**src/prf_pkg.sv**
```systemverilog
package prf_pkg;

    // ------------------------------------------------------------
    // sizes
    // ------------------------------------------------------------

    // physical registers
    localparam int PR_COUNT = 64;
    localparam int LOG_PR_COUNT = $clog2(PR_COUNT);

    // banks, selected by the low bits of the register number
    localparam int BANK_COUNT = 4;
    localparam int LOG_BANK_COUNT = $clog2(BANK_COUNT);
    localparam int BANK_DEPTH = PR_COUNT / BANK_COUNT;

    // rob
    localparam int ROB_ENTRIES = 64;
    localparam int LOG_ROB_ENTRIES = $clog2(ROB_ENTRIES);

    // default requester counts, top level passes these down
    localparam int DEF_RR_COUNT = 4;
    localparam int DEF_WR_COUNT = 4;

    // ------------------------------------------------------------
    // types
    // ------------------------------------------------------------

    typedef logic [31:0] word_t;
    // low bits = bank, high bits = row in bank
    typedef logic [LOG_PR_COUNT-1:0] pr_t;
    typedef logic [LOG_PR_COUNT-LOG_BANK_COUNT-1:0] upper_pr_t;
    typedef logic [LOG_ROB_ENTRIES-1:0] rob_index_t;

    // ------------------------------------------------------------
    // arbitration helpers, generic over requester count
    // ------------------------------------------------------------

    virtual class pick_c #(parameter int WIDTH = 4);

        // one-hot of highest set bit
        static function logic [WIDTH-1:0] priority_pick(input logic [WIDTH-1:0] req);
            logic [WIDTH-1:0] pick;
            pick = '0;
            // walk up so the top bit has the last say
            for (int i = 0; i < WIDTH; i++) begin
                if (req[i]) begin
                    pick = '0;
                    pick[i] = 1'b1;
                end
            end
            return pick;
        endfunction

        // below-boundary requests first, else highest overall
        static function logic [WIDTH-1:0] fair_pick(
            input logic [WIDTH-1:0] req,
            input logic [WIDTH-1:0] mask
        );
            if (|(req & mask)) begin
                return priority_pick(req & mask);
            end
            return priority_pick(req);
        endfunction

    endclass

endpackage

```
**src/prf_wb_if.sv**
```systemverilog
`timescale 1ns/1ps

interface prf_wb_if;
    import prf_pkg::*;

    // one-cycle write strobe for this bank
    logic       valid;
    word_t      data;
    // row inside the bank
    upper_pr_t  upper_pr;
    // rob entry woken by this writeback
    rob_index_t rob_index;

    // arbiter drives all of it from registers
    modport arbiter (
        output valid,
        output data,
        output upper_pr,
        output rob_index
    );

    // ram only needs the write fields
    modport ram (
        input valid,
        input data,
        input upper_pr
    );

endinterface

```
**src/prf_bank_ram.sv**
```systemverilog
`timescale 1ns/1ps

module prf_bank_ram (
    input  logic                CLK,
    input  logic                nRST,
    // registered row indices from the read arbiter
    input  prf_pkg::upper_pr_t  rd_index0,
    input  prf_pkg::upper_pr_t  rd_index1,
    output prf_pkg::word_t      rd_data0,
    output prf_pkg::word_t      rd_data1,
    // write side, one strobe per cycle at most
    prf_wb_if.ram               wr
);
    import prf_pkg::*;

    // ------------------------------------------------------------
    // storage
    // ------------------------------------------------------------

    word_t mem [BANK_DEPTH];

    // write at the end of the bus cycle
    always_ff @(posedge CLK or negedge nRST) begin
        if (!nRST) begin
            // registers come up as zero
            for (int i = 0; i < BANK_DEPTH; i++) begin
                mem[i] <= '0;
            end
        end else if (wr.valid) begin
            mem[wr.upper_pr] <= wr.data;
        end
    end

    // ------------------------------------------------------------
    // read ports
    // ------------------------------------------------------------

    // combinational from the already registered index
    assign rd_data0 = mem[rd_index0];
    assign rd_data1 = mem[rd_index1];

    // ------------------------------------------------------------
    // checks
    // ------------------------------------------------------------

    // row from the arbiter bus register must be clean on a write
    a_wr_row_known: assert property (
        @(posedge CLK) disable iff (!nRST)
        wr.valid |-> !$isunknown(wr.upper_pr)
    );

endmodule

```
**src/flat_wrapper.sv**
```systemverilog
// flat-port wrapper written by rule: the top's interface ports become plain ports
module prf_bank_ram_flat import prf_pkg::*;
  (CLK, nRST, rd_index0, rd_index1, rd_data0, rd_data1, wr_valid, wr_data, wr_upper_pr);
  prf_wb_if wr_i ();
  input  logic CLK;
  input  logic nRST;
  input  prf_pkg::upper_pr_t rd_index0;
  input  prf_pkg::upper_pr_t rd_index1;
  output prf_pkg::word_t rd_data0;
  output prf_pkg::word_t rd_data1;
  input wire logic [$bits(wr_i.valid)-1:0] wr_valid;
  input wire logic [$bits(wr_i.data)-1:0] wr_data;
  input wire logic [$bits(wr_i.upper_pr)-1:0] wr_upper_pr;
  assign wr_i.valid = wr_valid;
  assign wr_i.data = wr_data;
  assign wr_i.upper_pr = wr_upper_pr;
  prf_bank_ram u_core (.CLK(CLK), .nRST(nRST), .rd_index0(rd_index0), .rd_index1(rd_index1), .rd_data0(rd_data0), .rd_data1(rd_data1), .wr(wr_i));
endmodule
```
**config.mk**
```make
export PLATFORM = sky130hd
export DESIGN_NAME = prf_bank_ram_flat
export DESIGN_NICKNAME = d
export VERILOG_FILES = /design/src/prf_pkg.sv /design/src/prf_wb_if.sv /design/src/prf_bank_ram.sv /design/src/flat_wrapper.sv
export SDC_FILE = /design/constraint.sdc
export NUM_CORES = 1
export LEC_CHECK = 0
export BUFFER_PORTS_ARGS = -buffer_cell sky130_fd_sc_hd__buf_2
export CORE_MARGIN = 2
export CORE_UTILIZATION = 62
export CTS_CLUSTER_SIZE = 20
export DETAILED_ROUTE_END_ITERATION = 10
export GPL_ROUTABILITY_DRIVEN = 0
export GPL_TIMING_DRIVEN = 0
export PLACE_DENSITY = 0.85
export SLEW_MARGIN = 25
export SYNTH_ARGS = -nofsm -noshare
export SYNTH_HDL_FRONTEND = slang
export SYNTH_SLANG_ARGS = --single-unit
export TNS_END_PERCENT = 30
```
**constraint.sdc**
```tcl
create_clock -name CLK -period 3.52 [get_ports CLK]
set_input_delay 0.88 -clock CLK [delete_from_list [all_inputs] [get_ports CLK]]
set_output_delay 0.88 -clock CLK [all_outputs]
set_load 0.05 [all_outputs]
```
==> key figures <==
Clock network
  – Clock buffer depth: 3
  – Clock Pin Slew Worst Setup and Hold Paths: 60 ps
  – Clock insertion delay at the later pin of the skew report: 590 ps
  – Root Buffer: clkbuf_16
  – CTS buffer count: 53
  – CTS tree: yes
  – Max H-tree Level: 2
  – CTS sink cnt: 512

Detailed routing
  – Via count: 17.3k
  – DR WL/cell: 30.9 um
  – Routed Antenna Nets: 0
  – Drt drc: 0
  – Vias per cell: 7.14
  – Post-detailed-routing wire length: 75.1 mm
  – Number of detailed-route iterations in the first pass: 8
  – Initial DRC Count: 2,041

Setup path
  – Crit path launch type: input pin
  – Crit Path Class: input pin to output pin
  – Worst R2R Path Depth: 1
  – Data arrival, critical path: 2650 ps
  – Crit path required time: 2640 ps
  – Worst setup EP type: output pin
  – Crit-path max FO: 10

STA
  – Fin crit share: 100%
  – Worst-Margin Slew: 842 ps
  – Worst Clk Skew: 0 ps
  – Final setup margin: -7.46 ps
  – Fin crit period: 3530 ps
  – Fin. Hold Viols: 0
  – Fmax: 283 MHz
  – Slew Viols, Final: 0
  – RSZ-0062 raised after global routing: true
  – Slew HR: 43.4%
  – Final setup fails: 1

Flow run
  – Number of max-cap violations: 0

Worst hold path
  – Worst Hold Class: input pin to asynchronous set/reset pin

Global routing
  – First-pass GRT wire length: 114 mm
  – Total track usage: 35.0%
  – Initial antenna violation count: 8
  – Total grt overflow: 0
  – Pin count of the biggest net entering global routing: 99
  – Vias in the first global route: 18.6k

Floorplan
  – Starting Density: 62.9%
  – I/O pins: 111
  – Die X: 211 um
  – Die ar.: 0.0443 mm^2
  – CORE AREA: 0.0420 mm^2
  – Die Ht: 211 um
  – Core Rows: 75

Synth
  – Sequential area share after synthesis: 48.4%
  – Netlist cell types: 19
  – Yosys Warn Count: 0
  – Syn_area_per_cell: 15.8 um^2
  – Synth Net Count: 1,722
  – Syn Inst Count: 1,675
  – Synthesized area: 0.0265 mm^2
  – Yosys reg bits: 512

Layout
  – Most flops, register: u_core.mem
  – Post-layout util: 71.1%
  – Share of layout cells above drive strength 1: 57.2%
  – Fin nets: 1,889
  – Number of flip-flops in the largest register: 512
  – Layout Cells excl Fill: 2,427
  – Top flop regs: u_core.mem: 512 flops
  – Area growth, synth to finish: 13.0%

Placement
  – Pre-CTS WS: -741 ps
  – Hpwl dp: 48.4 mm
  – I/O Buffers: 106
  – Placed cell count: 2,326

Power
  – PwrDens: 636 mW/mm^2
  – Power Total: 19.0 mW
  – Worst vdd ir: 0.500 mV
  – Leakage power: 12.7 nW

Outcome
  – Failing checks: setup timing
  – Status: finished, violations left
[cell families after synthesis]
kind of cell / count (synthesis) / share of synthesized area (%)
AO/OA/AOI/OAI: 128 / 3.63
buffers and inverters: 170 / 2.76
flip-flops: 512 / 48.4
multiplexers: 768 / 43.6
AND/OR/NAND/NOR: 97 / 1.59
[report_power, final]
| group | switching [mW] | internal [mW] |
|---|---|---|
| sequential | 1.03 | 7.27 |
| combinational | 2.24 | 2.58 |
| clock | 2.37 | 3.53 |
[critical path: stages]
cell and delay, ps:
buf_2 120, and2_1 130, clkbuf_1 270, clkbuf_1 590
a22oi_1 230, nand2_1 150, buf_2 270
[stage by stage]
step | setup TNS [ps] | hold slack (ps) | area (um^2)
after floorplan | 0 | 470 | 26500
after global placement | -4358860 | 480 | 27700
after detailed placement | -33160 | 493 | 27800
after CTS | -5.28 | 179 | 29900
after global routing | -82.3 | 211 | 29900
final | -7.46 | 176 | 29900
[layer usage]
metal / vias to the layer above / share of wire, % / global-route usage (%)
met4: 8 / 5.2 / 18.9
li1: 6887 / - / -
met5: - / 0.069 / 0
met2: 935 / 48 / 54.2
met3: 265 / 9.3 / 9.94
met1: 9240 / 38 / 45.4
[layout by cell type (no fill, tap or decap)]
cell	instances
dfrtp_1	512
mux2_2	503
mux4_2	256
buf_2	159
a22oi_1	127
nand2_1	66
clkbuf_1	62
clkbuf_16	55
clkbuf_2	34
clkbuf_8	18
buf_6	14
buf_4	11
clkbuf_4	10
mux2_1	9
nor2_1	8
nor3_1	6
buf_16	6
diode_2	4
nor2b_1	4
bufinv_16	4
buf_8	3
nand2b_1	3
and2_1	2
nand3_1	2
nand3b_1	2
or3_1	2
clkinv_2	2
a22oi_2	1
nor4_2	1
or4_1	1
inv_6	1
[path summary, 6_finish.rpt]
path	to	start	slack, ps
min in group CLK	u_core.mem[132]$_DFFE_PN0P_	u_core.mem[132]$_DFFE_PN0P_	510
hold reg to reg	u_core.mem[132]$_DFFE_PN0P_	u_core.mem[132]$_DFFE_PN0P_	510
hold / removal	u_core.mem[476]$_DFFE_PN0P_	nRST	180
setup reg to reg	u_core.mem[227]$_DFFE_PN0P_	u_core.mem[227]$_DFFE_PN0P_	2700
setup / recovery	rd_data1[5]	rd_index1[3]	-7
max in group asynchronous	u_core.mem[371]$_DFFE_PN0P_	nRST	1800
[cells in the mapped netlist, drive strengths merged]
cell type	n	area [um^2]
nor2	8	30.0
nor3	6	30.0
a22oi	128	961
nand3	2	10.0
nand2b	3	18.8
buf	79	389
nor4	1	12.5
nand2	66	248
dfrtp	512	12800
nand3b	2	15.0
mux2	512	5770
nor2b	4	25.0
mux4	256	5770
and2	2	12.5
or4	1	7.51
or3	2	12.5
clkbuf	91	342
[repair_timing]
| action | CTS | global route |
|---|---|---|
| pin swaps | 0 | 0 |
| buffers inserted | 0 | 0 |
| hold endpoints to repair | 0 | 0 |
| setup endpoints to repair | 64 | 46 |
| resized for setup | 96 | 22 |
| gates cloned | 0 | 0 |
| hold buffers | 0 | 0 |
[area by class of cell]
cell class              count  area [um^2]
diodes                      4         10.0
plain buffers             170          955
clock buffers              90         1690
clock inverters             7          139
fillers                  2622        12100
multi-input cells         993        12900
flip-flops and latches    512        12800
well taps                 539          674
repair buffers            112          706
(Power assumes the default switching activity.)
