**config.mk**
```make
export PLATFORM = sky130hd
export DESIGN_NAME = prf_read_arbiter
export DESIGN_NICKNAME = d
export VERILOG_FILES = /design/src/prf_pkg.sv /design/src/prf_read_arbiter.sv
export SDC_FILE = /design/constraint.sdc
export NUM_CORES = 1
export LEC_CHECK = 0
export BUFFER_PORTS_ARGS = -buffer_cell sky130_fd_sc_hd__buf_2
export CORE_ASPECT_RATIO = 0.9
export CORE_UTILIZATION = 51
export CTS_CLUSTER_SIZE = 8
export DETAILED_ROUTE_END_ITERATION = 12
export PLACE_DENSITY = 0.8
export SLEW_MARGIN = 20
export SYNTH_ARGS = -nofsm -noshare
export SYNTH_HDL_FRONTEND = slang
export SYNTH_SLANG_ARGS = --single-unit
```
**constraint.sdc**
```tcl
create_clock -name CLK -period 2.48 [get_ports CLK]
set_input_delay 0 -clock CLK [delete_from_list [all_inputs] [get_ports CLK]]
set_output_delay 0 -clock CLK [all_outputs]
set_load 0.03 [all_outputs]
```
**src/prf_pkg.sv**
```systemverilog
package prf_pkg;

    // ------------------------------------------------------------
    // sizes
    // ------------------------------------------------------------

    // physical registers
    localparam int PR_COUNT = 64;
    localparam int LOG_PR_COUNT = $clog2(PR_COUNT);

    // banks, selected by the low bits of the register number
    localparam int BANK_COUNT = 4;
    localparam int LOG_BANK_COUNT = $clog2(BANK_COUNT);
    localparam int BANK_DEPTH = PR_COUNT / BANK_COUNT;

    // rob
    localparam int ROB_ENTRIES = 64;
    localparam int LOG_ROB_ENTRIES = $clog2(ROB_ENTRIES);

    // default requester counts, top level passes these down
    localparam int DEF_RR_COUNT = 4;
    localparam int DEF_WR_COUNT = 4;

    // ------------------------------------------------------------
    // types
    // ------------------------------------------------------------

    typedef logic [31:0] word_t;
    // low bits = bank, high bits = row in bank
    typedef logic [LOG_PR_COUNT-1:0] pr_t;
    typedef logic [LOG_PR_COUNT-LOG_BANK_COUNT-1:0] upper_pr_t;
    typedef logic [LOG_ROB_ENTRIES-1:0] rob_index_t;

    // ------------------------------------------------------------
    // arbitration helpers, generic over requester count
    // ------------------------------------------------------------

    virtual class pick_c #(parameter int WIDTH = 4);

        // one-hot of highest set bit
        static function logic [WIDTH-1:0] priority_pick(input logic [WIDTH-1:0] req);
            logic [WIDTH-1:0] pick;
            pick = '0;
            // walk up so the top bit has the last say
            for (int i = 0; i < WIDTH; i++) begin
                if (req[i]) begin
                    pick = '0;
                    pick[i] = 1'b1;
                end
            end
            return pick;
        endfunction

        // below-boundary requests first, else highest overall
        static function logic [WIDTH-1:0] fair_pick(
            input logic [WIDTH-1:0] req,
            input logic [WIDTH-1:0] mask
        );
            if (|(req & mask)) begin
                return priority_pick(req & mask);
            end
            return priority_pick(req);
        endfunction

    endclass

endpackage

```
**src/prf_read_arbiter.sv**
```systemverilog
`timescale 1ns/1ps

module prf_read_arbiter #(
    parameter int RR_COUNT = prf_pkg::DEF_RR_COUNT
) (
    input  logic                                        CLK,
    input  logic                                        nRST,
    // single-cycle read strobes
    input  logic [RR_COUNT-1:0]                         req_valid,
    input  prf_pkg::pr_t [RR_COUNT-1:0]                 req_pr,
    // ack pulses in the grant cycle and port names the bank port
    output logic [RR_COUNT-1:0]                         ack,
    output logic [RR_COUNT-1:0]                         port,
    // registered row per bank and port
    output prf_pkg::upper_pr_t [prf_pkg::BANK_COUNT-1:0] rd_index0,
    output prf_pkg::upper_pr_t [prf_pkg::BANK_COUNT-1:0] rd_index1
);
    import prf_pkg::*;

    // unacked requests
    logic [RR_COUNT-1:0]    held_valid;
    pr_t [RR_COUNT-1:0]     held_pr;

    // held request wins over a new strobe
    logic [RR_COUNT-1:0]    merged_valid;
    pr_t [RR_COUNT-1:0]     merged_pr;

    logic [BANK_COUNT-1:0][RR_COUNT-1:0]    req_by_bank;
    logic [BANK_COUNT-1:0][RR_COUNT-1:0]    grant0_by_bank;
    logic [BANK_COUNT-1:0][RR_COUNT-1:0]    grant1_by_bank;
    logic [RR_COUNT-1:0]                    grant0_any;
    logic [RR_COUNT-1:0]                    grant1_any;

    // fairness mask
    logic [RR_COUNT-1:0]    mask;
    logic [RR_COUNT-1:0]    next_mask;

    upper_pr_t [BANK_COUNT-1:0] next_index0;
    upper_pr_t [BANK_COUNT-1:0] next_index1;

    // ------------------------------------------------------------
    // merge, demux and two-port pick
    // ------------------------------------------------------------

    always_comb begin
        req_by_bank = '0;
        for (int r = 0; r < RR_COUNT; r++) begin
            merged_valid[r] = held_valid[r] | req_valid[r];
            merged_pr[r] = held_valid[r] ? held_pr[r] : req_pr[r];
            req_by_bank[merged_pr[r][LOG_BANK_COUNT-1:0]][r] = merged_valid[r];
        end

        grant0_any = '0;
        grant1_any = '0;
        for (int b = 0; b < BANK_COUNT; b++) begin
            // port 0 picks first and port 1 picks from the rest
            grant0_by_bank[b] = pick_c#(RR_COUNT)::fair_pick(req_by_bank[b], mask);
            grant1_by_bank[b] = pick_c#(RR_COUNT)::fair_pick(
                req_by_bank[b] & ~grant0_by_bank[b], mask);
            grant0_any |= grant0_by_bank[b];
            grant1_any |= grant1_by_bank[b];

            // row of each winner
            next_index0[b] = '0;
            next_index1[b] = '0;
            for (int r = 0; r < RR_COUNT; r++) begin
                if (grant0_by_bank[b][r]) begin
                    next_index0[b] |= merged_pr[r][LOG_PR_COUNT-1:LOG_BANK_COUNT];
                end
                if (grant1_by_bank[b][r]) begin
                    next_index1[b] |= merged_pr[r][LOG_PR_COUNT-1:LOG_BANK_COUNT];
                end
            end
        end

        // mask below the highest grant of this cycle on either port
        next_mask = '0;
        for (int r = RR_COUNT - 2; r >= 0; r--) begin
            next_mask[r] = next_mask[r+1] | grant0_any[r+1] | grant1_any[r+1];
        end
    end

    assign ack = grant0_any | grant1_any;
    assign port = grant1_any;

    // ------------------------------------------------------------
    // state
    // ------------------------------------------------------------

    always_ff @(posedge CLK or negedge nRST) begin
        if (!nRST) begin
            held_valid <= '0;
            mask <= '0;
            rd_index0 <= '0;
            rd_index1 <= '0;
        end else begin
            held_valid <= merged_valid & ~ack;
            mask <= next_mask;
            // data shows up one cycle after the ack
            rd_index0 <= next_index0;
            rd_index1 <= next_index1;
        end
    end

    // register number of each unacked request
    always_ff @(posedge CLK) begin
        held_pr <= merged_pr;
    end

    // ------------------------------------------------------------
    // checks
    // ------------------------------------------------------------

    // a requester never owns both ports of any bank
    a_ports_disjoint: assert property (
        @(posedge CLK) disable iff (!nRST)
        (grant0_any & grant1_any) == '0
    );

endmodule

```
==> results.toml, run 1 <==
[place]
numPortBuffers = 69
place_inst = 656
gp_congestion = 1.06
hpwl_mm = 11.0

[cells_and_area]
nFillCells = 545
fin_nets = 637
diodes = 0
area_growth_pct = 44.8
final_util_pct = 77.2
final_cells = 708
layout-drive-gt1-share_pct = 48.0

[sta]
finalSetupViolCount = 13
min_period_ns = 2.81
worst_pin_slew_ns = 0.955
fin_crit_sh_pct = 113
slew_violations = 0
rsz0062_at_grt = "true"
finalHoldViolCount = 0
setup_ws_ns = -0.333
fin_skew_ns = 0.00625
slew_headroom_pct = 36.3
fmax_ghz = 0.355

[global_routing]
antenna_found_initial = 0
grt_pass1_vias = 4392
grt_start_max_net_pins = 40
grtUsageTotal_pct = 37.6
grt_pass1_wl_mm = 23.1
grt_overflow = 0

[power_and_ir_drop]
p_comb_share_pct = 68.6
swShare_pct = 46.8
vdd.ir_drop.worst_v = 0.000860
p_leak_uw = 0.00272
total_power_uw = 7850
p_sw_uw = 3680
powerDensity_nw_per_um2 = 1330
p_int_uw = 4170
p_clk_share_pct = 9.9
seq_power_share_pct = 21.6

[synthesis]
synth_top_cells_by_count = "dfrtp_1 (39), nand2_1 (36), a22oi_1 (24), dfxtp_1 (24), o221ai_1 (22)"
synth_top_family_by_area = "compound AO/OA/AOI/OAI gates"
synth-simple-area-share_pct = 21.0
synth_fp_nets = 445
ys_types = 84
synth_fa_ha_area_share_pct = 0
yosysTopAreaCell = "dfrtp_1"
synth_compound_gate_area_share_pct = 28.5
syn_inst = 415
synth-xor-area-share_pct = 3.14
postSynthAreaPerCell_um2 = 9.79
netlist_area_um2 = 4060
synth_edf_count = 0
ys_seq_area_share_pct = 35.8
yosysMostFrequentCell = "dfrtp_1"
yosysWarningCount = 0
synth-async-reset-ratio_pct = 61.9
ys_ff_latch = 63
yosys-top-cells-area = "dfrtp_1 (24%), dfxtp_1 (12%), o221ai_1 (4.7%), a22oi_1 (4.4%), mux2_2 (3.9%)"
synthMuxAreaShare_pct = 5.85
synth_flop_cell = "dfrtp_1"
synth_top_area_share_pct = 24.0

[setup_path]
max_stage_delay_ns = 0.58
regToRegSetupSlack_ns = -0.19
r2r_cells = 9
critPathSlowestCell = "or4_4"
critPathTopFamily = "simple AND/OR/NAND/NOR gates"
crit_arrival_ns = 2.81
r2r_end = "mask[0]$_DFF_PN0_"
worstPathRequired_ns = 2.48
worstPathCellList = "buf_6, buf_4, nand3_2, a21o_4, buf_4, or2b_2, o22ai_4, or4_4, nor4_4, buf_4, inv_4, buf_6"
crit_path_max_fanout = 7
endpoint_kind = "output port"
cp_common_cell = "buf_4"
crit_type = "flop to output port"
worst-path-buf-inv = 6
r2r_start = "held_valid[1]$_DFF_PN0_"
cp-start-kind = "flop"

[min_path]
hold_class = "input port to flop"
min_to = "held_valid[0]$_DFF_PN0_"
hold_start = "req_valid[0]"
whs_path_depth = 2

[clock_tree]
clock_latency_ns = 0.34
cts-root-buf = "clkbuf_8"
clk_pin_slew_ns = 0.07
htreeDepth = 3
tritoncts = "done"
clock_tree.buffer_depth = 2
numCtsBuffers = 9
cts_sinks = 63

[run_status]
violations = "negative setup slack"
status = "finished, violations left"

[floorplan]
rows = 30
die_y_um = 86.7
initial_core_util_pct = 53.3
die-area_um2 = 8330
die_w_um = 96.1
ios = 70
core_um2 = 7620

[routing]
firstDrtPassIters = 6
vias_per_cell = 6.54
wl_per_cell_um = 21.9
drtIter0Drc = 430
wirelength_mm = 15.5
vias = 4632
drc = 0
ant_nets = 0

[run]
maxCapViolCount = 0
[sequential cells by signal (all words and copies together), names as in the netlist]
signal	count
held_pr	24
held_valid	4
mask	3
rd_index0	16
rd_index1	16
[cells by family after synthesis]
logic type / Yosys count
AOI/OAI and AO/OA: 149
xor gates and xnor gates: 12
buffers and inverters: 38
muxes: 22
DFF: 63
and+or+nand+nor: 131
[layer usage]
metal	global-route usage, %	wire [um]
met1	49.1	6320
met2	57.1	6910
met3	9.65	1500
met4	19.7	777
met5	0	0
[stage by stage]
step           setup WS [ns]  cell area, um^2  setup TNS, ns  hold slack [ns]
2_1_floorplan         -0.234             4080         -0.269           -0.296
4_1_cts               -0.260             5700          -1.33           0.0108
5_1_grt               -0.384             5880          -3.32           0.0356
3_5_place_dp          -0.205             5080         -0.745            0.183
6_report              -0.333             5880          -2.35           0.0192
3_3_place_gp          -0.180             5080         -0.434            0.162
[power groups by stage]
stage / Combinational, uW / Clock, uW / Sequential, uW
6_report: 5380 / 773 / 1690
5_1_grt: 5620 / 820 / 1740
4_1_cts: 4900 / 774 / 1680
3_5_place_dp: 4310 / 0 / 1690
3_3_place_gp: 4250 / 0 / 1670
2_1_floorplan: 2370 / 0 / 2010
[timing repair]
action                                  in CTS  in global routing
endpoints found under the hold margin       48                  0
endpoints found under the setup margin      17                 26
setup buffers                               17                  9
pin swaps                                   20                 16
resized for setup                           63                 29
hold buffers                                10                  0
[placed cells by master (no fill, tap or decap), types with 4 or more instances in the layout]
cell and n:
buf_4 103, buf_2 61, nand2_1 33, dfrtp_1 33, a22oi_1 24, dfxtp_1 24, buf_6 23, o221ai_1 22
inv_1 20, nor2_1 16, a21oi_1 15, mux2_2 14, dlygate4sd3_1 10, nand3_1 9, clkbuf_8 9, mux2i_1 8
xnor2_1 7, o211ai_1 7, o21ai_0 6, a31oi_1 6, o22ai_1 6, dfrtp_2 6, o21ai_4 5, xnor2_2 5
o21ai_1 5, and3b_1 4, nand4b_1 4, a222oi_1 4, nor4b_4 4, o21ai_2 4, a221o_1 4
[cell type report]
cell class                      instances  area (um^2)  area share (%)
Multi-Input combinational cell        314         2610            44.4
Sequential cell                        63         1460            24.9
Timing Repair Buffer                  197         1440            24.4
Clock buffer                           10          128            2.17
Tap cell                               96          120            2.04
Inverter                               22         85.1            1.45
Clock inverter                          6         37.5           0.638
[how the worst max path moves through the flow]
stage	startpoint	end	slack [ns]	depth (start not counted)
6_report	held_valid[0]$_DFF_PN0_	ack[3]	-0.33	12
5_1_grt	held_valid[0]$_DFF_PN0_	ack[3]	-0.38	12
4_1_cts	held_valid[0]$_DFF_PN0_	ack[0]	-0.26	10
3_5_place_dp	held_valid[1]$_DFF_PN0_	mask[0]$_DFF_PN0_	-0.21	7
3_3_place_gp	held_valid[3]$_DFF_PN0_	mask[0]$_DFF_PN0_	-0.18	7
2_1_floorplan	held_valid[3]$_DFF_PN0_	mask[0]$_DFF_PN0_	-0.23	8
(Power assumes the default switching activity.)
==> run 2, diff against run 1 <==
Settings changed: CELL_PAD_IN_SITES_DETAIL_PLACEMENT set to 1, CELL_PAD_IN_SITES_GLOBAL_PLACEMENT set to 2, CORE_UTILIZATION 51 to 32, PLACE_DENSITY 0.8 to 0.83.
==> run 2 against run 1 <==
Effect of this change:
- the flow still finishes with violations (negative setup slack)
- worst setup slack lost 0.071 ns
- highest routed layer unchanged
- non-clock buffer count grew 23
- first-iteration DRC count shrank 12%
- sequential power is essentially flat
- largest power group unchanged
==> results.toml, run 2 (synthesized netlist as in run 1, its figures left out) <==
[cells_and_area]
area_growth_pct = 60.3
final_common_cell = "buf_4"
final_cell_mix = "buf_4 (127), buf_2 (61), dfrtp_1 (35)"
diodes = 0
final_cells = 796
top_regs = "held_pr: 24 flops, rd_index0: 16 flops, rd_index1: 16 flops"
final_util_pct = 53.3
layout-drive-gt1-share_pct = 55.2
fin_nets = 661
largest_register_ffs = 24
top_register = "held_pr"
nFillCells = 1376

[setup_path]
endpoint_kind = "output port"
cp-start-kind = "flop"
worstPathCellList = "buf_4, buf_6, and4bb_2, o21ai_4, xnor2_2, a211oi_2, or4_4, nor4_4, buf_4, inv_2, buf_6"
critPathSlowestCell = "or4_4"
crit_path_max_fanout = 7
worstPathRequired_ns = 2.48
crit_arrival_ns = 2.88
worst-path-buf-inv = 5
max_stage_delay_ns = 0.55
crit_type = "flop to output port"
critPathTopFamily = "simple AND/OR/NAND/NOR gates"

[global_routing]
grt_start_max_net_pins = 40
grt_pass1_wl_mm = 29.5
grt_pass1_vias = 5176
antenna_found_initial = 0
grt_overflow = 0
grtUsageTotal_pct = 30.4

[floorplan]
die-area_um2 = 13200
die_w_um = 121
initial_core_util_pct = 33.3
die_y_um = 109
ios = 70
core_um2 = 12200
rows = 38

[power_and_ir_drop]
swShare_pct = 45.8
p_int_uw = 4880
powerDensity_nw_per_um2 = 1380
vdd.ir_drop.worst_v = 0.000864
p_leak_uw = 0.00297
p_comb_share_pct = 66.8
total_power_uw = 9020
seq_power_share_pct = 18.8
p_clk_share_pct = 14.5
p_sw_uw = 4130

[clock_tree]
tritoncts = "done"
clock_tree.buffer_depth = 2
numCtsBuffers = 9
htreeDepth = 3
clk_pin_slew_ns = 0.07
cts_sinks = 63
clock_latency_ns = 0.35
cts-root-buf = "clkbuf_16"

[sta]
fin_skew_ns = 0.0127
slew_violations = 0
finalHoldViolCount = 0
rsz0062_at_grt = "true"
tns_ns = -4.19
worst_pin_slew_ns = 0.981
finalSetupViolCount = 18
min_period_ns = 2.88
fin_crit_sh_pct = 116
setup_ws_ns = -0.405
fmax_ghz = 0.347
slew_headroom_pct = 34.6

[routing]
wirelength_mm = 20.0
vias_per_cell = 6.01
drc = 0
ant_nets = 0
vias = 4782
drtIter0Drc = 379
wl_per_cell_um = 25.1
firstDrtPassIters = 7

[place]
hpwl_mm = 12.8
dp_slack_ns = -0.204
place_inst = 731
gp_congestion = 0.928
numPortBuffers = 69

[min_path]
hold_class = "input port to flop"

[run_status]
violations = "negative setup slack"
status = "finished, violations left"

[run]
maxCapViolCount = 0
==> run 2: timing repair <==
action                                 CTS  global route
hold buffers                             8             0
pin swaps                               34            25
cloned                                   1             0
endpoints found under the hold margin   46             0
buffers inserted                        34            14
gates resized for setup                 93            42
setup endpoints to repair               19            39
==> run 2: final timing paths <==
check	to	slack, ns	cells past startpoint	from
hold reg to reg	held_pr[1]$_DFF_P_	0.57	1	held_pr[1]$_DFF_P_
max in group asynchronous	held_valid[2]$_DFF_PN0_	1.45	2	nRST
hold / removal	held_pr[7]$_DFF_P_	0.03	2	req_pr[7]
setup / recovery	ack[3]	-0.40	11	held_valid[0]$_DFF_PN0_
min in group asynchronous	held_valid[1]$_DFF_PN0_	0.36	2	nRST
setup reg to reg	held_valid[3]$_DFF_PN0_	-0.30	12	held_valid[0]$_DFF_PN0_
==> run 2: layout make-up <==
cell class                 instances  area, um^2  share of cell area (%)
clock buffer                      13         260                    4.00
clock inverter                     3        42.5                   0.653
inverter                          22        82.6                    1.27
multi-input combinational        315        2860                    43.9
sequential                        63        1460                    22.4
tap                              160         200                    3.07
timing repair buffer             220        1610                    24.7
==> run 2: layer usage <==
| metal | GRT usage, % | vias to the layer above | routed length [um] | part of all wire, % |
|---|---|---|---|---|
| met5 | 0 | - | 0 | 0 |
| met4 | 14.3 | 0 | 1040 | 5.2 |
| met3 | 7.53 | 90 | 1340 | 6.7 |
| met2 | 54.4 | 254 | 9780 | 49 |
| met1 | 34.1 | 2363 | 7780 | 39 |
| li1 | - | 2075 | - | - |
==> run 2: metrics by stage <==
stage / hold WS (ns) / instance area, um^2
floorplan: -0.296 / 4080
global placement: 0.182 / 5250
detailed placement: 0.200 / 5250
CTS: 0.00331 / 6240
global route: 0.0381 / 6510
finish: 0.0339 / 6510
==> run 2: power by group through the flow <==
stage	registers (uW)	logic [uW]	clock network [uW]
4_1_cts	1680	5440	1330
2_1_floorplan	2010	2370	0
3_5_place_dp	1700	4490	0
5_1_grt	1730	6290	1370
6_report	1690	6020	1300
3_3_place_gp	1650	4370	0
==> run 3, diff against run 2 <==
Settings changed: PLACE_DENSITY 0.83 to 0.87.
==> run 3 against run 2 <==
Effect of this change:
- the flow still finishes with violations (negative setup slack)
- sequential share of layout area increased by 1.1 points
- die area unchanged
- cell area decreased by 4.6%
- critical endpoint unchanged
- highest routed layer unchanged
==> results.toml, run 3 (synthesized netlist as in run 1, its figures left out) <==
[global_routing]
grt_pass1_wl_mm = 26.4
grt_pass1_vias = 4794
grtUsageTotal_pct = 27.0
antenna_found_initial = 0
grt_overflow = 0
grt_start_max_net_pins = 40

[sta]
worst_pin_slew_ns = 0.943
hold_slack_ns = 0.0291
finalSetupViolCount = 13
fin_skew_ns = 0.00800
rsz0062_at_grt = "true"
finalHoldViolCount = 0
slew_violations = 0
min_period_ns = 2.83
slew_headroom_pct = 37.1
fin_crit_sh_pct = 114
setup_ws_ns = -0.354
fmax_ghz = 0.353

[power_and_ir_drop]
total_power_uw = 8350
vdd.ir_drop.worst_v = 0.000858
powerDensity_nw_per_um2 = 1340
p_leak_uw = 0.00284

[setup_path]
cp_common_cell = "buf_4"
worstPathCellList = "buf_4, and4b_4, o21a_4, xnor2_2, o22ai_2, or4_4, nor4_4, buf_4, inv_2, buf_6"
max_stage_delay_ns = 0.52
crit_arrival_ns = 2.83
crit_path_max_fanout = 6
r2r_start = "held_valid[2]$_DFF_PN0_"
endpoint_kind = "output port"
regToRegSetupSlack_ns = -0.16
critPathSlowestCell = "or4_4"
r2r_cells = 8
r2r_end = "mask[0]$_DFF_PN0_"
crit_type = "flop to output port"
worstPathRequired_ns = 2.48
cp-start-kind = "flop"
worst-path-buf-inv = 4
critPathTopFamily = "simple AND/OR/NAND/NOR gates"

[run_status]
status = "finished, violations left"
violations = "negative setup slack"

[place]
numPortBuffers = 69
gp_congestion = 0.986
hpwl_mm = 12.7
dp_slack_ns = -0.222

[routing]
ant_nets = 0
wirelength_mm = 17.5
firstDrtPassIters = 6
drc = 0
vias = 4605
vias_per_cell = 5.90
wl_per_cell_um = 22.4
drtIter0Drc = 338

[floorplan]
initial_core_util_pct = 33.3
die_y_um = 109
die-area_um2 = 13200
core_um2 = 12200
ios = 70
die_w_um = 121
rows = 38

[cells_and_area]
top_regs = "held_pr: 24 flops, rd_index0: 16 flops, rd_index1: 16 flops"
diodes = 0
area_growth_pct = 53.0
layout-drive-gt1-share_pct = 51.2
largest_register_ffs = 24
fin_nets = 646
top_register = "held_pr"
final_common_cell = "buf_4"
final_cell_mix = "buf_4 (123), buf_2 (61), nand2_1 (35), dfrtp_1 (35)"

[min_path]
hold_start = "req_pr[7]"
whs_path_depth = 2
hold_class = "input port to flop"
min_to = "held_pr[7]$_DFF_P_"

[clock_tree]
htreeDepth = 3
cts-root-buf = "clkbuf_16"
numCtsBuffers = 9
clk_pin_slew_ns = 0.05
tritoncts = "done"
clock_latency_ns = 0.34
clock_tree.buffer_depth = 2
cts_sinks = 63

[run]
maxCapViolCount = 0
-- run 3: cell count changes in the layout (fill, tap and decap cells not counted), moves of 4 or more --
cell / before / now
o221ai_1: 16 / 21
a22oi_1: 20 / 24
o21ai_1: 6 / 2
a21oi_2: 6 / 1
a22oi_2: 5 / 1
o221ai_2: 5 / 1
buf_4: 127 / 123
buf_6: 24 / 12
-- run 3: layer usage --
metal / track usage, % / up-vias / part of all wire [%]
li1: - / 2039 / -
met5: 0 / - / 0
met3: 5.23 / 67 / 5.5
met1: 31.1 / 2280 / 40
met4: 15.2 / 0 / 4.9
met2: 47.0 / 219 / 49
-- run 3: worst max-delay path by stage --
stage	from	endpoint	slack, ns	cells after the start
after floorplan	held_valid[3]$_DFF_PN0_	mask[0]$_DFF_PN0_	-0.23	8
after global placement	held_valid[2]$_DFF_PN0_	mask[0]$_DFF_PN0_	-0.11	8
after detailed placement	held_valid[0]$_DFF_PN0_	mask[0]$_DFF_PN0_	-0.22	7
after CTS	held_valid[1]$_DFF_PN0_	ack[3]	-0.31	10
after global routing	held_valid[2]$_DFF_PN0_	ack[3]	-0.47	10
final	held_valid[2]$_DFF_PN0_	ack[3]	-0.35	10
-- run 3: repair_timing --
item / CTS / global route
setup buffers: 17 / 13
endpoints found under the setup margin: 15 / 26
pin swaps: 15 / 13
hold buffers: 9 / 0
endpoints found under the hold margin: 47 / 0
gates resized for setup: 53 / 49
-- run 3: cell type report --
| cell class | count | area (um^2) |
|---|---|---|
| sequential | 63 | 1460 |
| multi-input combinational | 314 | 2710 |
| timing repair buffer | 206 | 1470 |
| tap | 160 | 200 |
| clock inverter | 6 | 61.3 |
| clock buffer | 10 | 229 |
| fill | 1374 | 6000 |
| inverter | 22 | 82.6 |
-- run 3: where the power goes --
group / internal, uW / switching, uW / total, uW
sequential: 1430 / 231 / 1660
combinational: 2340 / 3100 / 5450
clock: 773 / 471 / 1240
total: 4550 / 3810 / 8350
-- run 3: stage by stage --
step / instances / TNS [ns] / cell area [um^2] / util [%]
after detailed placement: 727 / -0.726 / 5220 / 42.7
after floorplan: 415 / -0.269 / 4080 / -
after global routing: 781 / -3.95 / 6220 / 50.9
after CTS: 768 / -1.99 / 5940 / 48.6
after global placement: 727 / -0.110 / 5220 / 42.7
final: 781 / -2.51 / 6220 / 50.9
